==> src/verilog/osd_config.svh <==
// mist-style platform only; aspect defaults are 13-bit and OSD_SND_EN must be 0 or 1
`ifndef OSD_CONFIG_SVH
`define OSD_CONFIG_SVH

// native aspect ratio of the game screen
// horizontal games report ARX:ARY
// vertical games get the pair swapped by the decoder
`define OSD_ARX 13'd4   // numerator
`define OSD_ARY 13'd3   // denominator

// menu sound items
// 1 lets the menu switch the FM and PSG channels off
// 0 keeps both channels on whatever the menu says
`define OSD_SND_EN 1

// menu letters in use by the framework
// O1 flip, O2 rotate control, O34 video mode
// O67 fx volume, O8 psg, O9 fm, OA test, OC pause
// G/H aspect ratio on bits 17:16
// core items start above bit 17

`endif

==> src/verilog/osd_status_pkg.sv <==
// status word layout is the mist one; bits above 17 are left for the core and never decoded
package osd_status_pkg;

    // the host sees the status word as four 16-bit pieces
    localparam int STATUS_WORDS = 4;
    localparam int WORD_BITS    = 16;

    typedef logic [WORD_BITS-1:0] status_word_t;  // one host piece
    typedef logic [1:0]           word_idx_t;     // piece select, 0 is bits 15:0

    // one host write
    typedef struct packed {
        word_idx_t    idx;   // which piece
        status_word_t data;  // new piece value
    } host_wr_t;

    // published menu status
    // bit 1 flip, bit 2 rotate control
    // bits 4:3 video mode, bits 7:6 fx volume
    // bit 8 psg off, bit 9 fm off, bit 10 test
    // bit 12 pause, bits 17:16 aspect select
    typedef logic [STATUS_WORDS*WORD_BITS-1:0] osd_status_t;

    // screen filter, status bits 4:3
    typedef enum logic [1:0] {
        pass_thru     = 2'd0,  // raw pixels
        linear        = 2'd1,  // blend only
        analogue      = 2'd2,  // blend plus old tv colour
        analogue_scan = 2'd3   // as above with scan lines
    } video_mode_e;

endpackage

==> src/verilog/osd_cfg_pkg.sv <==
// decoded groups only; field order is fixed since the change flags compare whole structs
package osd_cfg_pkg;

    typedef logic [12:0] aspect_t;     // hdmi aspect term
    typedef logic [2:0]  scanline_t;   // scan line strength
    typedef logic [1:0]  rotate_t;     // {upside down, rotate 90}
    typedef logic [1:0]  fx_level_t;   // sound effect volume

    // video group
    // any change here pulses video_changed
    typedef struct packed {
        aspect_t   hdmi_arx;     // aspect numerator
        aspect_t   hdmi_ary;     // aspect denominator
        rotate_t   rotate;
        logic      rot_control;  // rotate player controls too
        scanline_t scanlines;    // only 0 or 1 on mist
        logic      bw_en;        // old tv colour filter
        logic      blend_en;     // pixel blending
        logic      en_mixing;
        logic      flip;         // screen flip to the core
    } video_cfg_t;

    // sound group
    // any change here pulses sound_changed
    typedef struct packed {
        logic      enable_fm;
        logic      enable_psg;
        fx_level_t fx_level;     // 2 is the default level
    } sound_cfg_t;

    // core switches
    // all active low towards the core except osd_pause
    typedef struct packed {
        logic dip_pause;   // low halts the game
        logic dip_test;    // low enters service mode
        logic osd_pause;   // menu pause request
    } core_dip_t;

endpackage

==> src/verilog/status_loader.sv <==
// host pieces land in a shadow only; the decoder sees nothing until host_commit copies it over
`timescale 1ns/1ps

module status_loader
    import osd_status_pkg::*;
(
    input  logic        clk,
    input  logic        rst,
    input  logic        host_wr,       // one cycle strobe
    input  host_wr_t    host_wr_data,
    input  logic        host_commit,   // one cycle strobe
    output osd_status_t status
);

    // shadow copy being built by the host
    // piece 0 sits at the bottom so it lines up with status bits 15:0
    status_word_t [STATUS_WORDS-1:0] shadow;

    // host side
    // a write only ever touches its own piece
    always_ff @(posedge clk) begin
        if (rst) begin
            shadow <= '0;
        end else if (host_wr) begin
            shadow[host_wr_data.idx] <= host_wr_data.data;  // other pieces kept
        end
    end

    // publish
    // the shadow is read as it was before this edge
    // so a write in the commit cycle waits for the next commit
    always_ff @(posedge clk) begin
        if (rst) begin
            status <= '0;  // zero status after reset
        end else if (host_commit) begin
            status <= shadow;  // whole word at once
        end
    end

    // a write strobe with floating data would corrupt a piece silently
    // and only show up one commit later in the decoded groups
    a_wr_data_known: assert property (
        @(posedge clk) disable iff (rst)
        host_wr |-> !$isunknown(host_wr_data)
    ) else $error("host write with unknown data %h", host_wr_data);

endmodule

==> src/verilog/dip_decoder.sv <==
// mist-style decode only; vertical games rotate, scan lines stay at 0 or 1, all outputs registered
`timescale 1ns/1ps

`include "osd_config.svh"

module dip_decoder
    import osd_status_pkg::*;
    import osd_cfg_pkg::*;
(
    input  logic        clk,
    input  logic        rst,
    input  osd_status_t status,
    input  logic [6:0]  core_mod,    // bit 0 high for a vertical game
    input  logic        game_pause,
    input  logic        game_test,
    output video_cfg_t  video,
    output sound_cfg_t  sound,
    output core_dip_t   dips
);

    localparam aspect_t ARX    = `OSD_ARX;
    localparam aspect_t ARY    = `OSD_ARY;
    localparam bit      SND_EN = `OSD_SND_EN;

    // video group from the status word
    function automatic video_cfg_t decode_video(osd_status_t s, logic vertical);
        video_cfg_t  v;
        video_mode_e mode;
        logic        tate;
        logic [1:0]  ar;
        v    = '0;
        mode = video_mode_e'(s[4:3]);
        tate = vertical;  // always allowed to rotate here
        ar   = s[17:16];
        case (mode)
            pass_thru: begin
                v.scanlines = 3'd0;
                v.bw_en     = 1'b0;
                v.blend_en  = 1'b0;
            end
            linear: begin
                v.scanlines = 3'd0;
                v.bw_en     = 1'b0;
                v.blend_en  = 1'b1;
            end
            analogue: begin
                v.scanlines = 3'd0;
                v.bw_en     = 1'b1;
                v.blend_en  = 1'b1;
            end
            analogue_scan: begin
                v.scanlines = 3'd1;  // single strength only
                v.bw_en     = 1'b1;
                v.blend_en  = 1'b1;
            end
            default: v.scanlines = 3'd0;
        endcase
        v.en_mixing   = ~s[3];
        v.flip        = ~s[1];     // menu shows flip off as 0
        v.rot_control = s[2];
        v.rotate      = {~v.flip, tate & ~v.rot_control};
        if (ar == 2'd0) begin
            // native ratio, turned on its side for tate
            v.hdmi_arx = vertical ? ARY : ARX;
            v.hdmi_ary = vertical ? ARX : ARY;
        end else begin
            v.hdmi_arx = {11'd0, ar - 2'd1};  // 0, 1 or 2 selects a wide mode
            v.hdmi_ary = '0;
        end
        return v;
    endfunction

    // sound group from the status word
    function automatic sound_cfg_t decode_sound(osd_status_t s);
        sound_cfg_t a;
        a.fx_level   = s[7:6] ^ 2'b10;        // menu 0 means level 2
        a.enable_psg = SND_EN ? ~s[8] : 1'b1;
        a.enable_fm  = SND_EN ? ~s[9] : 1'b1;
        return a;
    endfunction

    // core switches, all active low to the core
    function automatic core_dip_t decode_dips(osd_status_t s, logic pause, logic test);
        core_dip_t d;
        d.osd_pause = s[12];
        d.dip_test  = ~(s[10] | test);   // menu or cabinet button
        d.dip_pause = ~pause;
        return d;
    endfunction

    // one register stage for every field
    // reset loads the decode of a zero status with buttons released
    // core_mod stays live so a vertical game does not see a swap after reset
    always_ff @(posedge clk) begin
        if (rst) begin
            video <= decode_video('0, core_mod[0]);
            sound <= decode_sound('0);
            dips  <= decode_dips('0, 1'b0, 1'b0);
        end else begin
            video <= decode_video(status, core_mod[0]);
            sound <= decode_sound(status);
            dips  <= decode_dips(status, game_pause, game_test);
        end
    end

    // the scaler downstream only has one scan line level on this platform
    a_scanlines_max: assert property (
        @(posedge clk) disable iff (rst)
        video.scanlines <= 3'd1
    ) else $error("scanlines out of range %0d", video.scanlines);

endmodule

==> src/verilog/cfg_notifier.sv <==
// change flags cover the video and sound groups only; a dip change passes through silently
`timescale 1ns/1ps

module cfg_notifier
    import osd_cfg_pkg::*;
(
    input  logic       clk,
    input  logic       rst,
    input  video_cfg_t video_in,
    input  sound_cfg_t sound_in,
    input  core_dip_t  dips_in,
    output video_cfg_t video,
    output sound_cfg_t sound,
    output core_dip_t  dips,
    output logic       video_changed,  // high with the new video value
    output logic       sound_changed   // high with the new sound value
);

    // held groups, reloaded every cycle
    always_ff @(posedge clk) begin
        video <= video_in;
        sound <= sound_in;
        dips  <= dips_in;
    end

    // compare against what is held right now
    // the flag lands on the same edge as the new value
    always_ff @(posedge clk) begin
        if (rst) begin
            video_changed <= 1'b0;
            sound_changed <= 1'b0;
        end else begin
            video_changed <= (video_in != video);
            sound_changed <= (sound_in != sound);
        end
    end

    // two flags in a row need two separate input changes
    // otherwise a listener would reload the same settings twice
    a_video_pulse: assert property (
        @(posedge clk) disable iff (rst)
        (video_changed && $past(video_changed)) |-> ($past(video_in) != $past(video_in, 2))
    ) else $error("video_changed held without a new video value");

    a_sound_pulse: assert property (
        @(posedge clk) disable iff (rst)
        (sound_changed && $past(sound_changed)) |-> ($past(sound_in) != $past(sound_in, 2))
    ) else $error("sound_changed held without a new sound value");

endmodule

==> src/verilog/osd_settings.sv <==
// commit to outputs takes three edges and buttons two; host strobes need no handshake
`timescale 1ns/1ps

module osd_settings
    import osd_status_pkg::*;
    import osd_cfg_pkg::*;
(
    input  logic       clk,
    input  logic       rst,
    input  logic       host_wr,
    input  host_wr_t   host_wr_data,
    input  logic       host_commit,
    input  logic [6:0] core_mod,
    input  logic       game_pause,
    input  logic       game_test,
    output video_cfg_t video,
    output sound_cfg_t sound,
    output core_dip_t  dips,
    output logic       video_changed,
    output logic       sound_changed
);

    osd_status_t status;      // live word after commit
    video_cfg_t  video_dec;   // decoder to notifier
    sound_cfg_t  sound_dec;
    core_dip_t   dips_dec;

    status_loader status_loader_i (
        .clk          (clk),
        .rst          (rst),
        .host_wr      (host_wr),
        .host_wr_data (host_wr_data),
        .host_commit  (host_commit),
        .status       (status)
    );

    dip_decoder dip_decoder_i (
        .clk        (clk),
        .rst        (rst),
        .status     (status),
        .core_mod   (core_mod),
        .game_pause (game_pause),  // straight from the cabinet
        .game_test  (game_test),
        .video      (video_dec),
        .sound      (sound_dec),
        .dips       (dips_dec)
    );

    cfg_notifier cfg_notifier_i (
        .clk           (clk),
        .rst           (rst),
        .video_in      (video_dec),
        .sound_in      (sound_dec),
        .dips_in       (dips_dec),
        .video         (video),
        .sound         (sound),
        .dips          (dips),
        .video_changed (video_changed),
        .sound_changed (sound_changed)
    );

endmodule

==> config.mk <==
export PLATFORM = sky130hd
export DESIGN_NAME = osd_settings
export DESIGN_NICKNAME = d
export VERILOG_FILES = /design/src/verilog/osd_status_pkg.sv /design/src/verilog/osd_cfg_pkg.sv /design/src/verilog/status_loader.sv /design/src/verilog/dip_decoder.sv /design/src/verilog/cfg_notifier.sv /design/src/verilog/osd_settings.sv
export VERILOG_INCLUDE_DIRS = /design/src /design/src/verilog
export SDC_FILE = /design/constraint.sdc
export NUM_CORES = 1
export LEC_CHECK = 0
export ABC_AREA = 1
export CAP_MARGIN = 20
export CORE_ASPECT_RATIO = 1.75
export CORE_MARGIN = 2
export CORE_UTILIZATION = 27
export CTS_BUF_LIST = sky130_fd_sc_hd__clkbuf_8 sky130_fd_sc_hd__clkbuf_16
export CTS_CLUSTER_DIAMETER = 150
export DETAILED_ROUTE_END_ITERATION = 10
export DONT_BUFFER_PORTS = 1
export GPL_TIMING_DRIVEN = 0
export PLACE_DENSITY = 0.49
export REMOVE_ABC_BUFFERS = 1
export SETUP_SLACK_MARGIN = 0.1
export SYNTH_ARGS = -nofsm -noshare
export SYNTH_HDL_FRONTEND = slang
export SYNTH_HIERARCHICAL = 1
export SYNTH_SLANG_ARGS = --single-unit
==> constraint.sdc <==
create_clock -name clk -period 1.2 [get_ports clk]
set_input_delay 0.06 -clock clk [delete_from_list [all_inputs] [get_ports clk]]
set_output_delay 0.06 -clock clk [all_outputs]
set_load 0.02 [all_outputs]
==> metrics.md, run 1 <==
| Metric | Value |
|---|---|
| Area of the core | `11,600 µm²` |
| Area growth from synthesis to layout | `18.0%` |
| Most frequent cell on the critical path | `sky130_fd_sc_hd__nor2_2` |
| Count of nets left with antenna violations after detail routing | `0` |
| Cells along the critical path | `xnor2_2 -> nand2_1 -> nor2_2 -> nand3_1 -> nor2_2 -> a21oi_1` |
| GRT Util Overall | `10.1%` |
| Leak | `1.67 nW` |
| Starting utilization of the core area | `27.7%` |
| Final Hold Vio Count | `10` |
| Total of buffers placed on input and output ports | `0` |
| Max-capacitance violation count | `0` |
| Aggregate negative setup slack | `0 ns` |
| Average cell area after synthesis | `8.38 µm²` |
| Unrepaired setup endpoints after global routing | `yes` |
| Worst vdd rail ir drop | `0.731 mV` |
| Ratio of cells with drive above 1 in the final layout | `15.7%` |
| Overall power | `6.60 mW` |
| Worst slack at placement | `-0.146 ns` |
| GPL Wtd Cong | `0.692` |
| Num CTS Buffers | `9` |
| Die H | `148 µm` |
| Worst Tran Pin Value | `0.735 ns` |
| Initial antenna violation count | `0` |
| Largest net degree at the start of global routing | `25` |
| Clock transition at the registers of the reported paths | `0.07 ns` |
| Post-Synthesis Cell Area | `3210 µm²` |
| Final standard cell count with taps included and fillers excluded | `530` |
| Antenna diode count | `0` |
| Share of the clock period used by the worst path after layout | `91.2%` |
| Post-layout min period | `1.09 ns` |
| H-tree levels | `3` |
| Die area | `12,800 µm²` |
| Final setup margin | `0.106 ns` |
| Total power density per cell area | `1740 nW/µm²` |
| Area of the multi-input gates | `1110 µm²` |
| Outcome | `complete, but fails checks` |
| First-pass iteration count of the detailed router | `4` |
| Detailed-route via count | `2,104` |
| Final standard cell utilization of the core | `32.7%` |
| Type of destination of the critical path | `flip-flop` |
| Number of max-slew violations in the final report | `0` |
| Storage element area | `1820 µm²` |
| Io pins | `76` |
| Maximum fanout along the worst path | `2` |
| Number of vias per cell | `3.97` |
| Instance count along the most critical hold path | `1` |
| Estimated wirelength of the detail-placed design | `4250 µm` |
| Clock latency of the later-clocked register in the worst-skew pair | `0.34 ns` |
| Cells after DPL | `494` |
| Detailed router's first-iteration violation count | `57` |
| Total DRC errors in the routed layout | `0` |
| Type of the worst min-delay path | `input port to flip-flop` |
| Worst hold slack | `-0.219 ns` |
| Maximum operating frequency | `914 MHz` |
| Via count of the first global-routing pass | `2,121` |
| Delay of the slowest critical-path stage | `0.37 ns` |
| Library cell used as clock root buffer | `sky130_fd_sc_hd__clkbuf_16` |
| Remaining global-route overflow | `0` |
| Worst r2r path cells | `6` |
| Violations in the final reports | `hold timing` |
| Chip Width | `86.4 µm` |
| Final setup violation count | `0` |
| Finished Cell Area | `3790 µm²` |
| Wire length per cell | `11.4 µm` |
| Slowest cell on crit path | `sky130_fd_sc_hd__dfxtp_4` |
| Nets@finish | `421` |
| Worst setup path class | `flip-flop to flip-flop` |
| Headroom to the max-slew limit | `51.0%` |
| Number of warnings issued by yosys | `6` |
| Placement Cell Area | `3170 µm²` |
| Post-Synthesis Cells | `383` |
| Endpoint arrival time on the critical path | `1.33 ns` |
| Clock Sinks | `88` |
| Buffers from clock root to sink, at most | `2` |
| FP Rows | `52` |
| Number of fillers in the final layout | `1,240` |
| Total wire length after detailed routing | `6030 µm` |
| Startpoint type of the worst setup path | `flip-flop` |
| Clock tree skew after final layout | `0.00484 ns` |
| Post-cts hold buffer count | `20` |
| Wire length of the first global-routing pass | `9730 µm` |
| Clock tree from TritonCTS | `done` |
| Buffers inserted by post-CTS timing repair | `0` |
| Req. time, crit path | `1.43 ns` |
-- where the power goes --
part	internal [mW]	switching [mW]	total, mW
Clock	1.63	1.22	2.85
Sequential	3.09	0.220	3.31
Combinational	0.213	0.225	0.438
-- metal layers --
layer,vias to the layer above,GRT usage (%),wire (µm)
li1,1117,-,-
met1,920,8.89,2120
met2,56,18.3,3280
met3,11,4.16,458
met4,0,6.56,172
met5,-,0,0
-- repair_timing --
action | in CTS | in global routing
pin swaps | 11 | 0
endpoints found under the setup margin | 1 | 11
hold endpoints to repair | 45 | 10
gates resized for setup | 40 | 10
-- area by class of cell --
cell class / instances / area share, %
well taps: 135 / 4.46
repair buffers: 21 / 5.55
multi-input cells: 224 / 29.2
clock inverters: 7 / 2.08
flip-flops and latches: 88 / 48.1
inverters: 46 / 4.63
clock buffers: 9 / 5.95
-- layout by cell type (no fill, tap or decap), types with 2 or more instances in the layout --
cell type                       instances
sky130_fd_sc_hd__dfxtp_2               24
sky130_fd_sc_hd__conb_1                22
sky130_fd_sc_hd__nand2_1               69
sky130_fd_sc_hd__clkinvlp_4             2
sky130_fd_sc_hd__dlygate4sd3_1         19
sky130_fd_sc_hd__clkbuf_16              9
sky130_fd_sc_hd__nor2_1                53
sky130_fd_sc_hd__nand3_1               14
sky130_fd_sc_hd__a21oi_1               13
sky130_fd_sc_hd__xnor2_2                5
sky130_fd_sc_hd__dfxtp_1               56
sky130_fd_sc_hd__inv_1                 44
sky130_fd_sc_hd__dfxtp_4                8
sky130_fd_sc_hd__nor2_2                 4
sky130_fd_sc_hd__o21ai_0               13
sky130_fd_sc_hd__xnor2_1               24
-- worst paths after layout --
| check | from | to | slack, ns |
|---|---|---|---|
| hold reg to reg | dip_decoder_i/dips[2] | cfg_notifier_i/dips[2] | 0.33 |
| setup reg to reg | cfg_notifier_i/video[35] | cfg_notifier_i/video_changed | 0.11 |
| setup / recovery | cfg_notifier_i/video[35] | cfg_notifier_i/video_changed | 0.11 |
| hold / removal | rst | dip_decoder_i/video[3] | -0.22 |
-- state kept, by name, indices dropped and copies added (netlist names) --
signal                        cells
cfg_notifier_i/dips               3
cfg_notifier_i/sound              4
cfg_notifier_i/sound_changed      1
cfg_notifier_i/video             36
cfg_notifier_i/video_changed      1
dip_decoder_i/dips                3
dip_decoder_i/sound               4
dip_decoder_i/video              12
status_loader_i/shadow           12
status_loader_i/status           12
-- worst max-delay path: cells and delay by family, from the launching register on --
kind | cells | cell delay [ns]
compound gates | 1 | 0.07
xor+xnor | 1 | 0.12
flops | 1 | 0.37
simple gates | 4 | 0.42
Power figures use the tool's default switching activity.
==> inputs of run 2 (changes only) <==
- ABC_AREA: 1 -> unset
==> run 2 against run 1 <==
Compared with the run above:
- sequential cell count unchanged
- critical path type unchanged
- hold slack gained 0.23 ns
- clock skew about the same
- register-to-register slack got worse by 0.21 ns
- the run ends with setup timing left
- largest power group unchanged
- non-clock buffer count decreased by 1
- highest routed layer unchanged
- combinational power fell by 19%
- power shrank 0.43%
==> metrics.md, run 2 <==
| Metric | Value |
|---|---|
| Hold path startpoint | `rst` |
| Clock tree from TritonCTS | `done` |
| Clock transition at the registers of the reported paths | `0.06 ns` |
| Chip Width | `84.3 µm` |
| Wire length of the first global-routing pass | `8340 µm` |
| Clock Sinks | `88` |
| Outcome | `complete, but fails checks` |
| Area growth from synthesis to layout | `23.2%` |
| First-pass iteration count of the detailed router | `3` |
| Total wire length after detailed routing | `5430 µm` |
| Die H | `145 µm` |
| Average cell area after synthesis | `11.4 µm²` |
| Terminus of the critical flop-to-flop path | `cfg_notifier_i/video_changed` |
| Final standard cell count with taps included and fillers excluded | `418` |
| H-tree levels | `3` |
| Io pins | `76` |
| Max-capacitance violation count | `0` |
| Most frequent standard cell in the layout excluding fill and tap cells | `sky130_fd_sc_hd__dfxtp_1` |
| Type of destination of the critical path | `flip-flop` |
| Headroom to the max-slew limit | `48.3%` |
| Type of the worst min-delay path | `input port to flip-flop` |
| Crit path launch | `cfg_notifier_i/video[15]` |
| Post-Synthesis Cells | `268` |
| Final setup margin | `-0.100 ns` |
| Number of fillers in the final layout | `1,104` |
| Worst setup path class | `flip-flop to flip-flop` |
| Detailed-route via count | `1,624` |
| Estimated wirelength of the detail-placed design | `3770 µm` |
| Total of buffers placed on input and output ports | `0` |
| Startpoint type of the worst setup path | `flip-flop` |
| Endpoint arrival time on the critical path | `1.50 ns` |
| Unrepaired setup endpoints after global routing | `yes` |
| GPL Wtd Cong | `0.664` |
| GRT Util Overall | `9.25%` |
| Share of the clock period used by the worst path after layout | `108%` |
| Cells after DPL | `382` |
| Antenna diode count | `0` |
| Final Hold Vio Count | `0` |
| Worst hold slack | `0.00674 ns` |
| Largest register FFs | `36` |
| Remaining global-route overflow | `0` |
| Post-layout min period | `1.30 ns` |
| Violations in the final reports | `setup timing` |
| Maximum operating frequency | `769 MHz` |
| Via count of the first global-routing pass | `1,584` |
| Crit path capture | `cfg_notifier_i/video_changed` |
| Largest net degree at the start of global routing | `47` |
| Top library cells by usage in the layout, fill and taps aside | `sky130_fd_sc_hd__dfxtp_1 (70), sky130_fd_sc_hd__nand2b_1 (24), sky130_fd_sc_hd__mux2i_1 (24), sky130_fd_sc_hd__conb_1 (22), sky130_fd_sc_hd__xnor2_1 (20)` |
| Library cell used as clock root buffer | `sky130_fd_sc_hd__clkbuf_16` |
| Maximum fanout along the worst path | `2` |
| Number of max-slew violations in the final report | `0` |
| Slack of the worst reg-to-reg path | `-0.1 ns` |
| Worst vdd rail ir drop | `0.876 mV` |
| Number of vias per cell | `3.89` |
| Die area | `12,200 µm²` |
| Detailed router's first-iteration violation count | `31` |
| Leak | `1.52 nW` |
| Nets@finish | `312` |
| Clock latency of the later-clocked register in the worst-skew pair | `0.33 ns` |
| Register name with the most flops | `cfg_notifier_i/video` |
| Final standard cell utilization of the core | `34.0%` |
| Reg2Reg Launch Point | `cfg_notifier_i/video[15]` |
| Final setup violation count | `1` |
| Worst r2r path cells | `4` |
| FP Rows | `51` |
| Count of nets left with antenna violations after detail routing | `0` |
| Ratio of cells with drive above 1 in the final layout | `18.5%` |
| Req. time, crit path | `1.40 ns` |
| Overall power | `6.57 mW` |
| Buffers from clock root to sink, at most | `2` |
| Wire length per cell | `13.0 µm` |
| Post-Synthesis Cell Area | `3050 µm²` |
| Number of warnings issued by yosys | `6` |
| Area of the core | `11,000 µm²` |
| Total DRC errors in the routed layout | `0` |
| Total power density per cell area | `1750 nW/µm²` |
| Num CTS Buffers | `9` |
| Worst Tran Pin Value | `0.775 ns` |
| Starting utilization of the core area | `27.6%` |
| Clock tree skew after final layout | `0.00450 ns` |
| Initial antenna violation count | `0` |
## run 2: area by class of cell
| cell class | count | area [µm²] | area share, % |
|---|---|---|---|
| Clock inverter | 6 | 91.3 | 2.43 |
| Multi-Input combinational cell | 158 | 1220 | 32.4 |
| Clock buffer | 10 | 239 | 6.36 |
| Timing Repair Buffer | 20 | 210 | 5.60 |
| Inverter | 4 | 15.0 | 0.400 |
| Sequential cell | 88 | 1820 | 48.4 |
| Tap cell | 132 | 165 | 4.40 |
## run 2: power breakdown
| group | internal, mW | total, mW | switching (mW) |
|---|---|---|---|
| combinational | 0.199 | 0.354 | 0.155 |
| clock | 1.89 | 3.05 | 1.16 |
| sequential | 3.01 | 3.17 | 0.159 |
## run 2: worst min path at each step
stage / endpoint / cells after the start
final: status_loader_i/status[8] / 2
after global routing: status_loader_i/status[8] / 2
after CTS: status_loader_i/status[7] / 2
after detailed placement: dip_decoder_i/video[11] / 1
after global placement: dip_decoder_i/dips[2] / 1
after floorplan: dip_decoder_i/dips[2] / 1
## run 2: routing by layer
metal | routed length [µm] | vias up | track usage [%]
li1 | - | 841 | -
met1 | 2100 | 734 | 9.78
met2 | 2970 | 39 | 15.8
met3 | 250 | 10 | 3.08
met4 | 118 | 0 | 5.60
met5 | 0 | - | 0
## run 2: critical path, cell delays in order, from the launching register on
cell and delay (ns):
sky130_fd_sc_hd__dfxtp_2 0.36, sky130_fd_sc_hd__xnor2_1 0.17, sky130_fd_sc_hd__nand4_1 0.17, sky130_fd_sc_hd__nor4_4 0.33, sky130_fd_sc_hd__a41oi_2 0.13
## run 2: what timing repair did
| action | in CTS | in global routing |
|---|---|---|
| cloned | 0 | 0 |
| setup buffers | 1 | 0 |
| endpoints found under the hold margin | 44 | 0 |
| setup endpoints to repair | 1 | 17 |
| pin swaps | 11 | 6 |
| hold buffers | 19 | 0 |
| gates resized for setup | 36 | 13 |
## run 2: per-stage QoR
stage          setup WS [ns]  setup TNS, ns  area (µm²)
2_1_floorplan        0.00399              0        2870
3_3_place_gp          -0.414         -0.414        3030
3_5_place_dp          -0.413         -0.413        3030
4_1_cts               -0.140         -0.275        3700
5_1_grt               -0.186         -0.186        3750
6_report              -0.100         -0.100        3750
==> inputs of run 3 (changes only) <==
- BUFFER_PORTS_ARGS: unset -> -buffer_cell sky130_fd_sc_hd__clkbuf_2
- DONT_BUFFER_PORTS: 1 -> unset
- PLACE_DENSITY: 0.49 -> 0.58
- SYNTH_HIERARCHICAL: 1 -> unset
==> run 3 against run 2 <==
Compared with the run above:
- the flow now finishes without violations
- count of clock-buffer cells in the layout grew 1
- register-to-register slack gained 0.22 ns
- maximum frequency is 20% higher
- non-clock buffer count rose by 35
- combinational power decreased by 11%
- clock skew shrank 0.0027 ns
- synthesized area fell by 30%
- sequential cell count down 24
- via count shrank 18%
- core utilization up 1.7 points
- wire length down 37%
==> metrics.md, run 3 <==
| Metric | Value |
|---|---|
| Mux contribution to synthesized area | `11.2%` |
| Finished Cell Area | `2780 µm²` |
| Hold path startpoint | `host_wr_data[7]` |
| Top library cells by usage in the layout, fill and taps aside | `sky130_fd_sc_hd__dfxtp_1 (61), sky130_fd_sc_hd__clkbuf_2 (42), sky130_fd_sc_hd__nor2_1 (25), sky130_fd_sc_hd__mux2i_1 (24), sky130_fd_sc_hd__conb_1 (22)` |
| Sink of the worst hold path | `status_loader_i.shadow[7]` |
| Die area | `8700 µm²` |
| Initial antenna violation count | `0` |
| Area of the core | `7800 µm²` |
| Library cell used as clock root buffer | `sky130_fd_sc_hd__clkbuf_16` |
| Largest net degree at the start of global routing | `35` |
| Unrepaired setup endpoints after global routing | `yes` |
| Number of max-slew violations in the final report | `0` |
| Post-Synthesis Cells | `187` |
| Detailed router's first-iteration violation count | `42` |
| Reg2Reg Launch Point | `cfg_notifier_i.video[4]` |
| Switching power summed over all nets | `1.05 mW` |
| Ratio of cells with drive above 1 in the final layout | `24.8%` |
| Worst vdd rail ir drop | `0.719 mV` |
| Worst Tran Pin Value | `0.716 ns` |
| Clock share of power | `49.9%` |
| Crit path launch | `cfg_notifier_i.video[4]` |
| Comb pwr share | `6.2%` |
| Main synth FF type | `sky130_fd_sc_hd__dfxtp_1` |
| Area growth from synthesis to layout | `29.8%` |
| Leak | `1.28 nW` |
| Nets@finish | `276` |
| Io pins | `76` |
| H-tree levels | `3` |
| Req. time, crit path | `1.37 ns` |
| Die H | `122 µm` |
| Most frequent cell after synthesis | `sky130_fd_sc_hd__dfxtp_1` |
| Remaining global-route overflow | `0` |
| Top post-synthesis cells by count | `sky130_fd_sc_hd__dfxtp_1 (64), sky130_fd_sc_hd__buf_4 (26), sky130_fd_sc_hd__nor2_1 (25), sky130_fd_sc_hd__mux2i_1 (24), sky130_fd_sc_hd__xor2_1 (12)` |
| Final Hold Vio Count | `0` |
| Adder-cell share of the synthesized area | `0%` |
| Instance count along the most critical hold path | `3` |
| Endpoint arrival time on the critical path | `1.25 ns` |
| Number of vias per cell | `3.90` |
| Total of buffers placed on input and output ports | `42` |
| Buffers from clock root to sink, at most | `2` |
| Area fraction of the dominant cell type after synthesis | `59.7%` |
| Via count of the first global-routing pass | `1,223` |
| Outcome | `finished clean` |
| Final setup margin | `0.120 ns` |
| Estimated wirelength of the detail-placed design | `2490 µm` |
| First-pass iteration count of the detailed router | `2` |
| Antenna diode count | `0` |
| Worst slack at placement | `-0.333 ns` |
| Average cell area after synthesis | `11.5 µm²` |
| Sequential Power Share | `43.9%` |
| Maximum fanout along the worst path | `2` |
| Clock latency of the later-clocked register in the worst-skew pair | `0.32 ns` |
| Terminus of the critical flop-to-flop path | `cfg_notifier_i.video_changed` |
| Wire length per cell | `10.0 µm` |
| GRT Util Overall | `8.86%` |
| Total wire length after detailed routing | `3410 µm` |
| Overall power | `5.06 mW` |
| Post-synth cell types | `23` |
| Final setup violation count | `0` |
| Placement Cell Area | `2330 µm²` |
| Leading post-synthesis cells by cell area | `sky130_fd_sc_hd__dfxtp_1 (60%), sky130_fd_sc_hd__mux2i_1 (11%), sky130_fd_sc_hd__buf_4 (9.1%), sky130_fd_sc_hd__xor2_1 (4.9%), sky130_fd_sc_hd__nor2_1 (4.4%)` |
| Type of destination of the critical path | `flip-flop` |
| Clock Sinks | `64` |
| Fraction of the mapped netlist area in compound gates | `1.98%` |
| Number of enable-type register cells in the synthesized netlist | `0` |
| Async S/R FF share, synth | `0%` |
| Simple logic cell fraction of the synthesized area | `9.98%` |
| Count of nets left with antenna violations after detail routing | `0` |
| Most frequent standard cell in the layout excluding fill and tap cells | `sky130_fd_sc_hd__dfxtp_1` |
| Startpoint type of the worst setup path | `flip-flop` |
| Detailed-route via count | `1,327` |
| Chip Width | `71.4 µm` |
| Wire length of the first global-routing pass | `5670 µm` |
| Clock transition at the registers of the reported paths | `0.05 ns` |
| Worst r2r path cells | `3` |
| GPL Wtd Cong | `0.664` |
| Number of warnings issued by yosys | `0` |
| Worst setup path class | `flip-flop to flip-flop` |
| Parity-gate share of the synthesized area counting xor and xnor cells | `6.53%` |
| Clock tree skew after final layout | `0.00179 ns` |
| Internal Power | `4.01 mW` |
| Total DRC errors in the routed layout | `0` |
| Starting utilization of the core area | `27.5%` |
| Flip-flop and latch count after synthesis | `64` |
| Post-Synthesis Cell Area | `2140 µm²` |
| Type of the worst min-delay path | `input port to flip-flop` |
| FP Rows | `43` |
| Switching Fraction | `20.8%` |
| Buffers inserted by post-CTS timing repair | `0` |
| Share of the clock period used by the worst path after layout | `90.0%` |
| Headroom to the max-slew limit | `52.2%` |
| Sequential share of the synthesized area | `59.7%` |
| Num CTS Buffers | `9` |
| Main combinational cell family by area after synthesis | `multiplexers` |
| Largest area contributor in the synthesized netlist | `sky130_fd_sc_hd__dfxtp_1` |
| Total power density per cell area | `1820 nW/µm²` |
| Slack of the worst reg-to-reg path | `0.12 ns` |
| Clock tree from TritonCTS | `done` |
| Maximum operating frequency | `926 MHz` |
| Max-capacitance violation count | `0` |
| Post-layout min period | `1.08 ns` |
==> run 3: worst max-delay path by stage <==
| stage | to | slack, ns | cells after the start |
|---|---|---|---|
| 2_1_floorplan | cfg_notifier_i.video_changed | -0.10 | 3 |
| 3_3_place_gp | status_loader_i.shadow[7] | -0.31 | 4 |
| 3_5_place_dp | status_loader_i.shadow[7] | -0.33 | 4 |
| 4_1_cts | cfg_notifier_i.video_changed | 0.14 | 3 |
| 5_1_grt | cfg_notifier_i.video_changed | 0.08 | 3 |
| 6_report | cfg_notifier_i.video_changed | 0.12 | 3 |
==> run 3: final cells by class <==
class                           count  area (µm²)
Clock buffer                       11         253
Sequential cell                    64        1280
Fill cell                         777        5020
Clock inverter                      5        47.5
Multi-Input combinational cell    113         738
Inverter                            2        7.51
Tap cell                           90         113
Timing Repair Buffer               55         340
==> run 3: worst max-delay path, cell delays in order (launching register included) <==
cell	delay (ns)
sky130_fd_sc_hd__dfxtp_2	0.32
sky130_fd_sc_hd__xor2_1	0.16
sky130_fd_sc_hd__nor4_2	0.33
sky130_fd_sc_hd__a31oi_1	0.12
==> run 3: power by group through the flow <==
stage	clock network, mW	logic, mW	registers [mW]
detailed placement	0	0.277	2.26
global route	2.67	0.345	2.22
floorplan	0	0.145	2.29
finish	2.53	0.315	2.22
global placement	0	0.275	2.26
CTS	2.58	0.320	2.22
==> run 3: kinds of logic after synthesis <==
family | after synthesis
xor+xnor | 16
mux | 24
simple gates | 45
other cells | 1
compound gates | 6
flops | 64
buf+inv | 31
==> run 3: metal layers <==
layer	GRT usage [%]	wire, µm
met1	8.80	1330
met2	14.8	1760
met4	7.78	135
met3	2.48	185
met5	0	0
==> run 3: per-stage QoR <==
| step | hold slack, ns | std cells | util [%] | TNS (ns) |
|---|---|---|---|---|
| final | 0.00369 | 340 | 35.7 | 0 |
| after floorplan | 0.129 | 179 | - | -0.103 |
| after global routing | 0.0559 | 340 | 35.7 | 0 |
| after detailed placement | 0.227 | 311 | 29.9 | -3.24 |
| after CTS | 0.00245 | 340 | 35.6 | 0 |
| after global placement | 0.225 | 311 | 29.9 | -3.08 |
==> run 3: repair_timing <==
item | 4_1_cts | 5_1_grt
resized for setup | 3 | 3
hold buffers | 13 | 0
pin swaps | 0 | 3
hold endpoints to repair | 14 | 0
endpoints found under the setup margin | 11 | 1
